===== config.mk =====
export PLATFORM = sky130hd
export DESIGN_NAME = cfo_calc
export DESIGN_NICKNAME = d
export VERILOG_FILES = /design/src/design/cfo_pkg.sv /design/src/design/cfo_calc.sv /design/src/design/atan_lut.sv /design/src/design/div.sv /design/src/design/complex_multiplier.sv
export VERILOG_INCLUDE_DIRS = /design/src /design/src/design
export SDC_FILE = /design/constraint.sdc
export NUM_CORES = 2
export LEC_CHECK = 0
export BUFFER_PORTS_ARGS = -buffer_cell sky130_fd_sc_hd__buf_4
export CAP_MARGIN = 0
export CORE_MARGIN = 1.5
export CORE_UTILIZATION = 55
export CTS_CLUSTER_DIAMETER = 40
export DETAILED_ROUTE_END_ITERATION = 10
export MAX_ROUTING_LAYER = met4
export PLACE_DENSITY = 0.71
export SETUP_SLACK_MARGIN = 0.2
export SYNTH_ARGS = -nofsm -noshare
export SYNTH_HDL_FRONTEND = slang
export SYNTH_SLANG_ARGS = --single-unit
export TNS_END_PERCENT = 30

===== constraint.sdc =====
create_clock -name clk_i -period 17.6 [get_ports clk_i]
set_input_delay 1.76 -clock clk_i [delete_from_list [all_inputs] [get_ports clk_i]]
set_output_delay 1.76 -clock clk_i [all_outputs]
set_load 0.02 [all_outputs]

===== src/design/atan_table.svh =====
`ifndef ATAN_TABLE_SVH
`define ATAN_TABLE_SVH

// first-octant arctangent table
// entry k holds atan(k / 2**ATAN_LUT_AW), scaled so that pi/4 is 2**OUTPUT_WIDTH
// the table is built at elaboration, entries are packed into one flat vector

localparam int  ATAN_ENTRIES = 2 ** ATAN_LUT_AW;
localparam real ATAN_PI      = 3.14159265358979;

function automatic logic [ATAN_ENTRIES*OUTPUT_WIDTH-1:0] build_atan_table();
    logic [ATAN_ENTRIES*OUTPUT_WIDTH-1:0] table_v;
    real ratio;
    real scaled;
    int  entry;
    table_v = '0;
    for (int k = 0; k < ATAN_ENTRIES; k++) begin
        ratio  = real'(k) / real'(ATAN_ENTRIES);
        // radians to table units, pi/4 maps to 2**OUTPUT_WIDTH
        scaled = $atan(ratio) * 4.0 / ATAN_PI * real'(2 ** OUTPUT_WIDTH);
        entry  = $rtoi(scaled + 0.5);
        // last entries stay below full scale, clamp anyway
        if (entry > 2 ** OUTPUT_WIDTH - 1) begin
            entry = 2 ** OUTPUT_WIDTH - 1;
        end
        table_v[k*OUTPUT_WIDTH +: OUTPUT_WIDTH] = OUTPUT_WIDTH'(entry);
    end
    return table_v;
endfunction

localparam logic [ATAN_ENTRIES*OUTPUT_WIDTH-1:0] ATAN_TABLE = build_atan_table();

// value returned for a ratio of all ones, i.e. pi/4
localparam logic [OUTPUT_WIDTH-1:0] ATAN_MAX = '1;

`endif

===== src/design/cfo_pkg.sv =====
package cfo_pkg;

    // complex input word, imaginary part in the upper half
    localparam int C_DW = 32;
    // angle output, 2**(CFO_DW-1) stands for pi
    localparam int CFO_DW = 20;
    localparam int DDS_DW = 20;
    // product parts and divider quotient
    localparam int ATAN_IN_DW = 16;
    // table address, taken from the upper quotient bits
    localparam int ATAN_LUT_AW = 8;

    typedef union packed {
        logic [C_DW-1:0] raw;
        struct packed {
            logic signed [C_DW/2-1:0] im;
            logic signed [C_DW/2-1:0] re;
        } part;
    } cplx_u;

    typedef union packed {
        logic [2*ATAN_IN_DW-1:0] raw;
        struct packed {
            logic signed [ATAN_IN_DW-1:0] im;
            logic signed [ATAN_IN_DW-1:0] re;
        } part;
    } prod_u;

    localparam logic signed [CFO_DW-1:0] PI_HALF    = 2 ** (CFO_DW - 2);
    localparam logic signed [CFO_DW-1:0] PI_QUARTER = 2 ** (CFO_DW - 3);

endpackage


===== src/design/cfo_calc.sv =====
module cfo_calc #(
    parameter int CFO_DW = cfo_pkg::CFO_DW,
    parameter int DDS_DW = cfo_pkg::DDS_DW
) (
    input  logic                     clk_i,
    input  logic                     reset_ni,
    input  logic [cfo_pkg::C_DW-1:0] C0_i,
    input  logic [cfo_pkg::C_DW-1:0] C1_i,
    input  logic                     valid_i,
    output logic signed [CFO_DW-1:0] CFO_angle_o,
    output logic signed [DDS_DW-1:0] CFO_DDS_inc_o,
    output logic                     valid_o
);
    import cfo_pkg::*;

    localparam int HW     = C_DW / 2;
    localparam int SW     = $clog2(HW);
    localparam int LUT_DW = CFO_DW - 3;
    localparam int DIV_DW = 2 * ATAN_IN_DW;

    localparam logic [2:0] S_IDLE     = 3'd0;
    localparam logic [2:0] S_SCALE    = 3'd1;
    localparam logic [2:0] S_MULTIPLY = 3'd2;
    localparam logic [2:0] S_DIVIDE   = 3'd3;
    localparam logic [2:0] S_LOOKUP   = 3'd4;
    localparam logic [2:0] S_UNFOLD   = 3'd5;
    localparam logic [2:0] S_OUTPUT   = 3'd6;

    logic [2:0]              state_q;
    logic [SW-1:0]           msb_q;
    cplx_u                   c0_q;
    cplx_u                   c1_q;
    logic                    mult_valid;
    logic                    mult_valid_out;
    prod_u                   mult_prod;
    prod_u                   prod_q;
    logic                    div_valid;
    logic                    div_valid_out;
    logic [DIV_DW-1:0]       num_wide_q;
    logic [DIV_DW-1:0]       den_wide_q;
    logic [ATAN_IN_DW-1:0]   div_result;
    logic                    swap_q;
    logic [ATAN_IN_DW-1:0]   atan_arg_q;
    logic [LUT_DW-1:0]       atan_angle;
    logic signed [CFO_DW-1:0] angle_q;

    logic [ATAN_IN_DW-1:0]   abs_im;
    logic [ATAN_IN_DW-1:0]   abs_re;
    logic [SW-1:0]           shamt;
    logic                    all_unused;
    logic signed [CFO_DW-1:0] oct_ext;
    logic signed [CFO_DW-1:0] quad1;
    logic signed [CFO_DW-1:0] full_angle;
    logic signed [CFO_DW-1:0] angle_sh;

    // bit pos carries information if it differs from the sign bit
    function automatic logic bit_used(logic [HW-1:0] data, logic [SW-1:0] pos);
        return data[HW-1] ^ data[pos];
    endfunction

    assign abs_im = mult_prod.part.im[ATAN_IN_DW-1] ? -mult_prod.part.im : mult_prod.part.im;
    assign abs_re = mult_prod.part.re[ATAN_IN_DW-1] ? -mult_prod.part.re : mult_prod.part.re;

    assign all_unused = !bit_used(c0_q.part.im, msb_q) && !bit_used(c0_q.part.re, msb_q)
                     && !bit_used(c1_q.part.im, msb_q) && !bit_used(c1_q.part.re, msb_q);
    assign shamt = SW'(HW - 2) - msb_q;

    // first quadrant from the octant, then mirror by product signs
    assign oct_ext = CFO_DW'(atan_angle);
    assign quad1   = swap_q ? PI_HALF - oct_ext : oct_ext;
    always_comb begin
        case ({prod_q.part.im[ATAN_IN_DW-1], prod_q.part.re[ATAN_IN_DW-1]})
            2'b00:   full_angle = quad1;
            // pi - a, wraps to -pi for a zero
            2'b01:   full_angle = PI_HALF + PI_HALF - quad1;
            2'b11:   full_angle = quad1 - PI_HALF - PI_HALF;
            default: full_angle = -quad1;
        endcase
    end

    assign angle_sh = angle_q >>> 6;

    always_ff @(posedge clk_i) begin
        if (!reset_ni) begin
            state_q       <= S_IDLE;
            msb_q         <= SW'(HW - 2);
            mult_valid    <= 1'b0;
            div_valid     <= 1'b0;
            swap_q        <= 1'b0;
            valid_o       <= 1'b0;
            CFO_angle_o   <= '0;
            CFO_DDS_inc_o <= '0;
        end else begin
            valid_o    <= 1'b0;
            mult_valid <= 1'b0;
            div_valid  <= 1'b0;
            case (state_q)
                S_IDLE: begin
                    if (valid_i) begin
                        c0_q.raw <= C0_i;
                        c1_q.raw <= C1_i;
                        msb_q    <= SW'(HW - 2);
                        state_q  <= S_SCALE;
                    end
                end
                S_SCALE: begin
                    if (all_unused && msb_q != '0) begin
                        msb_q <= msb_q - 1'b1;
                    end else begin
                        // one common shift keeps the ratio
                        c0_q.part.im <= c0_q.part.im <<< shamt;
                        c0_q.part.re <= c0_q.part.re <<< shamt;
                        c1_q.part.im <= c1_q.part.im <<< shamt;
                        c1_q.part.re <= c1_q.part.re <<< shamt;
                        mult_valid   <= 1'b1;
                        state_q      <= S_MULTIPLY;
                    end
                end
                S_MULTIPLY: begin
                    if (mult_valid_out) begin
                        prod_q.raw <= mult_prod.raw;
                        swap_q     <= abs_re <= abs_im;
                        if (abs_re > abs_im) begin
                            num_wide_q <= {abs_im, {ATAN_IN_DW{1'b0}}};
                            den_wide_q <= DIV_DW'(abs_re);
                        end else begin
                            num_wide_q <= {abs_re, {ATAN_IN_DW{1'b0}}};
                            den_wide_q <= DIV_DW'(abs_im);
                        end
                        div_valid <= 1'b1;
                        state_q   <= S_DIVIDE;
                    end
                end
                S_DIVIDE: begin
                    if (div_valid_out) begin
                        atan_arg_q <= div_result;
                        state_q    <= S_LOOKUP;
                    end
                end
                // table output registers on this edge
                S_LOOKUP: state_q <= S_UNFOLD;
                S_UNFOLD: begin
                    angle_q <= full_angle;
                    state_q <= S_OUTPUT;
                end
                S_OUTPUT: begin
                    CFO_angle_o   <= angle_q;
                    // divide by 64, then fit the DDS width
                    CFO_DDS_inc_o <= DDS_DW'(angle_sh);
                    valid_o       <= 1'b1;
                    state_q       <= S_IDLE;
                end
                default: state_q <= S_IDLE;
            endcase
        end
    end

    // b is conjugated inside the multiplier
    complex_multiplier #(
        .INPUT_WIDTH  (HW),
        .OUTPUT_WIDTH (ATAN_IN_DW)
    ) u_complex_multiplier (
        .clk_i    (clk_i),
        .reset_ni (reset_ni),
        .a_i      (c0_q),
        .b_i      (c1_q),
        .valid_i  (mult_valid),
        .prod_o   (mult_prod),
        .valid_o  (mult_valid_out)
    );

    div #(
        .INPUT_WIDTH  (DIV_DW),
        .RESULT_WIDTH (ATAN_IN_DW)
    ) u_div (
        .clk_i         (clk_i),
        .reset_ni      (reset_ni),
        .numerator_i   (num_wide_q),
        .denominator_i (den_wide_q),
        .valid_i       (div_valid),
        .result_o      (div_result),
        .valid_o       (div_valid_out)
    );

    atan_lut #(
        .INPUT_WIDTH  (ATAN_IN_DW),
        .OUTPUT_WIDTH (LUT_DW)
    ) u_atan_lut (
        .clk_i    (clk_i),
        .reset_ni (reset_ni),
        .arg_i    (atan_arg_q),
        .angle_o  (atan_angle)
    );

endmodule


===== src/design/atan_lut.sv =====
module atan_lut #(
    parameter int INPUT_WIDTH  = 16,
    parameter int OUTPUT_WIDTH = 17
) (
    input  logic                    clk_i,
    input  logic                    reset_ni,
    input  logic [INPUT_WIDTH-1:0]  arg_i,
    output logic [OUTPUT_WIDTH-1:0] angle_o
);
    import cfo_pkg::*;

`include "atan_table.svh"

    logic [ATAN_LUT_AW-1:0] idx;

    // ratio is a fraction, upper bits pick the entry
    assign idx = arg_i[INPUT_WIDTH-1 -: ATAN_LUT_AW];

    always_ff @(posedge clk_i) begin
        if (!reset_ni) begin
            angle_o <= '0;
        end else if (&arg_i) begin
            // saturated quotient, ratio of one
            angle_o <= ATAN_MAX;
        end else begin
            angle_o <= ATAN_TABLE[idx*OUTPUT_WIDTH +: OUTPUT_WIDTH];
        end
    end

endmodule


===== src/design/div.sv =====
module div #(
    parameter int INPUT_WIDTH  = 32,
    parameter int RESULT_WIDTH = 16
) (
    input  logic                    clk_i,
    input  logic                    reset_ni,
    input  logic [INPUT_WIDTH-1:0]  numerator_i,
    input  logic [INPUT_WIDTH-1:0]  denominator_i,
    input  logic                    valid_i,
    output logic [RESULT_WIDTH-1:0] result_o,
    output logic                    valid_o
);

    localparam int CW = $clog2(RESULT_WIDTH);

    logic                    busy_q;
    logic [CW-1:0]           cnt_q;
    logic                    ovf_q;
    logic [INPUT_WIDTH-1:0]  rem_q;
    logic [INPUT_WIDTH-1:0]  den_q;
    // low numerator bits shift out at the top, quotient bits shift in
    logic [RESULT_WIDTH-1:0] quo_q;

    logic [INPUT_WIDTH:0]    rem_sh;
    logic                    q_bit;
    logic [RESULT_WIDTH-1:0] quo_next;

    assign rem_sh   = {rem_q, quo_q[RESULT_WIDTH-1]};
    assign q_bit    = rem_sh >= {1'b0, den_q};
    assign quo_next = {quo_q[RESULT_WIDTH-2:0], q_bit};

    always_ff @(posedge clk_i) begin
        if (!reset_ni) begin
            busy_q   <= 1'b0;
            cnt_q    <= '0;
            valid_o  <= 1'b0;
            result_o <= '0;
        end else begin
            valid_o <= 1'b0;
            if (!busy_q && valid_i) begin
                busy_q <= 1'b1;
                cnt_q  <= CW'(RESULT_WIDTH - 1);
                rem_q  <= INPUT_WIDTH'(numerator_i[INPUT_WIDTH-1:RESULT_WIDTH]);
                quo_q  <= numerator_i[RESULT_WIDTH-1:0];
                den_q  <= denominator_i;
                // quotient cannot fit, also catches a zero denominator
                ovf_q  <= numerator_i[INPUT_WIDTH-1:RESULT_WIDTH] >= denominator_i;
            end else if (busy_q) begin
                rem_q <= q_bit ? INPUT_WIDTH'(rem_sh - {1'b0, den_q})
                               : INPUT_WIDTH'(rem_sh);
                quo_q <= quo_next;
                cnt_q <= cnt_q - 1'b1;
                if (cnt_q == '0) begin
                    busy_q   <= 1'b0;
                    valid_o  <= 1'b1;
                    result_o <= ovf_q ? '1 : quo_next;
                end
            end
        end
    end

endmodule


===== src/design/complex_multiplier.sv =====
module complex_multiplier #(
    parameter int INPUT_WIDTH  = 16,
    parameter int OUTPUT_WIDTH = 16
) (
    input  logic           clk_i,
    input  logic           reset_ni,
    input  cfo_pkg::cplx_u a_i,
    input  cfo_pkg::cplx_u b_i,
    input  logic           valid_i,
    output cfo_pkg::prod_u prod_o,
    output logic           valid_o
);
    import cfo_pkg::*;

    localparam int PW = 2 * INPUT_WIDTH;

    // stage 1 partial products
    logic signed [PW-1:0] re_re_q;
    logic signed [PW-1:0] im_im_q;
    logic signed [PW-1:0] im_re_q;
    logic signed [PW-1:0] re_im_q;
    logic                 valid_q;

    // a * conj(b) = (ar*br + ai*bi) + j(ai*br - ar*bi)
    logic signed [PW:0] sum_re;
    logic signed [PW:0] sum_im;

    assign sum_re = (PW+1)'(re_re_q) + (PW+1)'(im_im_q);
    assign sum_im = (PW+1)'(im_re_q) - (PW+1)'(re_im_q);

    always_ff @(posedge clk_i) begin
        re_re_q <= a_i.part.re * b_i.part.re;
        im_im_q <= a_i.part.im * b_i.part.im;
        im_re_q <= a_i.part.im * b_i.part.re;
        re_im_q <= a_i.part.re * b_i.part.im;
        // keep the top bits of each sum
        prod_o.part.re <= sum_re[PW -: OUTPUT_WIDTH];
        prod_o.part.im <= sum_im[PW -: OUTPUT_WIDTH];
    end

    always_ff @(posedge clk_i) begin
        if (!reset_ni) begin
            valid_q <= 1'b0;
            valid_o <= 1'b0;
        end else begin
            valid_q <= valid_i;
            valid_o <= valid_q;
        end
    end

endmodule


# Yosys cells after proc, flatten, opt, wreduce, memory -nomap -nowiden
# Index checks and enable logic that the tools add are counted.
# totals
latch_bits	0
memories	0
output_inout_bits	41
regBits	523
rom_bits	0
input_bits	67
ramBits	0
# op_classes
order_cmp	5
n_shift	5
n_mux	44
multipliers	5
reduce_logical	30
addsub	13
n_div	0
eq_ne	13
n_bitwise	7
# op_table
operator	count
variable part select 4352 x 14 -> 17 bit, first input constant	1
2-to-1 mux 32 bit	7
multiplier 16 x 16 -> 32 bit	4
case mux 32 bit (2 select lines)	2
2-to-1 mux 16 bit	7
<<< shifter 16 x 4 -> 16 bit	4
case mux 20 bit (3 select lines)	1
subtractor 20 bit, second input constant	2
adder 32 x 32 -> 33 bit	1
greater-or-equal comparator 33 x 32 -> 1 bit	1
subtractor 32 x 32 -> 33 bit	1
greater-or-equal comparator 16 x 32 -> 1 bit	1
negator 16 bit	2
subtractor 32 bit	1
2-to-1 mux 20 bit	1
negator 20 bit	1
subtractor 19 x 17 -> 20 bit, first input constant	1
subtractor 20 bit, first input constant	1
case mux 3 bit (6 select lines)	1
2-to-1 mux 17 bit	1
binary-select mux 1 bit (select 4 bit)	4
greater-than comparator 16 bit	1
<= comparator 16 bit	1
2-to-1 mux 4 bit	4
other kinds (28)	71

# Logic depth before layout (Yosys ltp)
# depth
depth_word	10
ltp_mapped	26
ltp_nobuf	23

# Hierarchy
# A second synthesis with hierarchy kept.
# hier_totals
cells_unflattened	7537
area_unflattened_um2	67932.7
# modules_own_cells
mod	n_inst	area_per_inst_um2	seq_area_each_um2	cells_per_inst
complex_multiplier	1	45199.6	3243.1	4906
cfo_calc	1	11223.3	4644.5	1144
div	1	6274.8	2872.8	660
atan_lut	1	5235.0	340.3	827

# Worst setup path before layout
# No wires, ideal clock.
# synth_path
kind	register to register
from	reg c0_q[15] (netlist name)
to	reg u_complex_multiplier.re_re_q[31]
slack_ps	11026
path_stages_with_launch	22
path_buffers	2
synth_period_minus_slack_ps	6574
setup_time_ps	123
arrival_time_ps	6452
cell_sequence	edfxtp_1 -> clkbuf_1 -> clkbuf_1 -> nand2_1 -> inv_1 -> fa_1 -> fa_1 -> fa_1 -> fa_1 -> fa_1 -> inv_1 -> fa_1 -> inv_1 -> ha_1 -> a21o_1 -> a21o_1 -> a221oi_1 -> nor2_1 -> a2111oi_0 -> nor3b_1 -> nor3_1 -> xnor2_1
# synth_via
elab_chain_len	1
# synth_lines
element	line	rtl
from (decl)	cfo_calc.sv:31	cplx_u c0_q;
multiplier 16 x 16 -> 32 bit	complex_multiplier.sv:32	re_re_q <= a_i.part.re * b_i.part.re;
to (signal assigned)	complex_multiplier.sv:32	
to (decl)	complex_multiplier.sv:18	logic signed [PW-1:0] re_re_q;
# No other way between the ends.
# A chain may end at the register's enable or synchronous reset.

# Worst setup path in the final report
# layout_path
from	reg c0_q[23] (netlist name)
to	reg u_complex_multiplier.im_re_q[30]
# layout_via
elab_chain_len	1
# layout_lines
element	line	rtl
multiplier 16 x 16 -> 32 bit	complex_multiplier.sv:34	im_re_q <= a_i.part.im * b_i.part.re;
to (signal assigned)	complex_multiplier.sv:34	
to (decl)	complex_multiplier.sv:20	logic signed [PW-1:0] im_re_q;
# No other way between the ends.

==> flow_summary.yaml <==
sta:
  timing.hold.ws_ns: 0.422
  setup_viol: 0
  maxSlewHeadroom_pct: 16.1
  finalSetupTns_ns: 0
  rsz0062_at_grt: "false"
  post-route-period-util_pct: 42.1
  fin_crit_ns: 7.41
  slew_viol_final: 0
  hold_viol: 0
  finClkSkew_ns: 0.0526
  clock.fmax_ghz: 0.135
  worst_slew_pin_slew_ns: 1.25
floorplanning:
  design.die.area_um2: 121000
  pin_count: 108
  fp.dieH_um: 348
  rows: 126
  start_util_pct: 55.4
  die_w_um: 348
  coreArea_um2: 118000
yosys:
  ys_async_sr_fraction_pct: 0
  syn-num-nets: 8826
  synth_edf_count: 199
  syn_area_um2: 65300
  synthCells: 7247
  synth.ff_latch_count: 431
  synth_flop_cell: "dfxtp_1"
  yosysUniqueCellTypes: 79
  ys_seq_area_share_pct: 16.3
  syn_avg_cell_area_um2: 9.01
  ys_warn_count: 0
route:
  route.vias.total: 51100
  drtIter0Drc: 4150
  routed_wl_um: 189000
  route.detailed.drc: 0
  drt-met1-wl_um: 72600
  first_pass_iters: 8
  highest_layer: "met4"
  wl_per_cell_um: 21.7
  antenna_left: 0
  dr_wl_met3_um: 15600
  route.met2.wl_um: 87700
  vias_per_cell: 5.87
critical_path:
  critPathLaunchType: "flop"
  r2r_slack_ns: 10.19
  critPathCaptureType: "flop"
  worstPathRequired_ns: 18.13
  crit_type: "reg -> reg"
  r2r_cells: 24
  cp_max_fo: 37
  arrival_ns: 7.93
cts:
  ctsHtreeMaxLevel: 3
  clock_latency_ns: 0.69
  clkSinkCount: 431
  cts_hold_buf: 0
  cts_setup_buffers: 0
  cts_buffers: 85
  clk_pin_slew_ns: 0.05
  max-clock-path-buffers: 3
  cts_tree: "done"
  cts_resized: 0
  clock-root-buffer: "clkbuf_16"
cells_and_area:
  final_cell_mix: "inv_1 (1275), fa_1 (1049), nand2_1 (826)"
  drive_above_1_share_pct: 6.70
  layout_commonest_cell: "inv_1"
  fin_nets: 8682
  area_growth_pct: 7.45
grt:
  grt_max_degree: 148
  grt_overflow_total: 0
  antenna_found_initial: 11
  grt_use_total_pct: 33.1
  grt_pass1_wl_um: 301000
  grt_pass1_vias: 53000
hold_path:
  hold_depth: 1
  hp-class: "reg -> reg"
run_status:
  status: "completed"
place:
  gp_congestion: 0.978
  portBuffers: 107
  dp_hpwl_um: 138000
run:
  maxCapViolations: 0
-- layer usage --
layer	GRT usage (%)	up-vias
met1	40.9	25500
met3	5.69	601
met4	19.8	0
met5	-	-
met2	51.2	2249
li1	-	22800
-- cell usage after synthesis (13+ instances only) --
cell,instances,area (um^2)
nand3_1,73,365
buf_4,22,165
o21ai_0,249,1250
nand2b_1,51,319
o31ai_1,22,165
and2_1,528,3300
mux4_2,49,1100
or2_2,13,81.3
and3_1,14,87.6
fa_1,1049,21000
o221ai_1,23,201
nand2_1,827,3100
a31oi_1,51,319
buf_1,36,135
ha_1,463,5790
o21bai_1,29,218
mux2i_1,90,901
nor2_1,326,1220
o21a_1,39,293
xnor2_1,171,1500
nor3_1,72,360
o311ai_0,16,140
clkbuf_1,395,1480
a211oi_1,76,571
a311oi_1,22,193
edfxtp_1,199,5980
o31a_1,14,123
a21oi_1,318,1590
a22o_1,13,114
o211ai_1,28,210
or3_1,26,163
dfxtp_1,232,4640
a21o_1,77,578
xor2_1,91,797
nor2b_1,49,307
nand4_1,23,144
or4_1,15,113
inv_1,1276,4790
o22ai_1,19,119
nor4_1,15,93.8
-- flip-flops by register name, indices dropped and copies added (netlist names), 17 cells and up --
| register | count |
|---|---|
| c0_q | 32 |
| c1_q | 32 |
| u_complex_multiplier.im_im_q | 32 |
| u_complex_multiplier.im_re_q | 32 |
| u_complex_multiplier.prod_o | 32 |
| u_complex_multiplier.re_im_q | 32 |
| u_complex_multiplier.re_re_q | 32 |
| u_div.rem_q | 32 |
| CFO_angle_o | 20 |
| angle_q | 20 |
| u_atan_lut.angle_o | 17 |
-- area by class of cell --
class / instances / area (um^2)
clock buffers: 95 / 2250
flip-flops and latches: 431 / 10600
fillers: 10200 / 47700
clock inverters: 65 / 666
well taps: 1536 / 1920
repair buffers: 223 / 1690
multi-input cells: 5079 / 48200
inverters: 1283 / 4820
diodes: 5 / 12.5
-- logic make-up (layout without fill, tap and decap cells) --
| group | count (synthesis) | in the layout | share of synthesized area, % |
|---|---|---|---|
| compound gates | 1099 | 1099 | 10.7 |
| xor+xnor | 262 | 262 | 3.51 |
| fa+ha+maj | 1513 | 1513 | 41.0 |
| buf+inv | 1737 | 1666 | 10.1 |
| flops | 431 | 431 | 16.3 |
| mux | 148 | 148 | 3.22 |
| other cells | 0 | 5 | 0 |
| simple gates | 2057 | 2057 | 15.1 |
-- worst max-delay path, stage by stage, from the launching register on --
cell       delay [ns]
edfxtp_1         0.33
buf_4            0.47
nand2_1          0.16
fa_1             0.57
inv_1            0.05
fa_1             0.51
inv_1            0.06
fa_1             0.54
inv_1            0.05
fa_1             0.38
fa_1             0.51
inv_1            0.05
fa_1             0.48
inv_1            0.05
ha_1             0.36
a21oi_1          0.25
nand2_1          0.10
or2_2            0.28
a2111oi_0        0.67
buf_4            0.26
nor2_1           0.13
a221o_1          0.39
a221oi_1         0.28
a21oi_1          0.12
xor2_1           0.15
-- path summary, 6_finish.rpt --
check,from,end
max,c0_q[23],u_complex_multiplier.im_re_q[30]
min,u_complex_multiplier.valid_q,u_complex_multiplier.valid_o
max reg2reg,c0_q[23],u_complex_multiplier.im_re_q[30]
min reg2reg,u_complex_multiplier.valid_q,u_complex_multiplier.valid_o
-- through the flow --
stage	utilization, %	area, um^2	cells	worst slack (ns)
detailed placement	57.0	67300	8552	10.31
global route	59.5	70200	8713	9.78
floorplan	-	65300	7247	11.03
global placement	57.0	67300	8552	10.42
CTS	59.5	70200	8712	10.27
finish	59.5	70200	8717	10.19
Power is not shown: default switching activity piles up to over one toggle a cycle in this logic, so the estimate is an artifact.
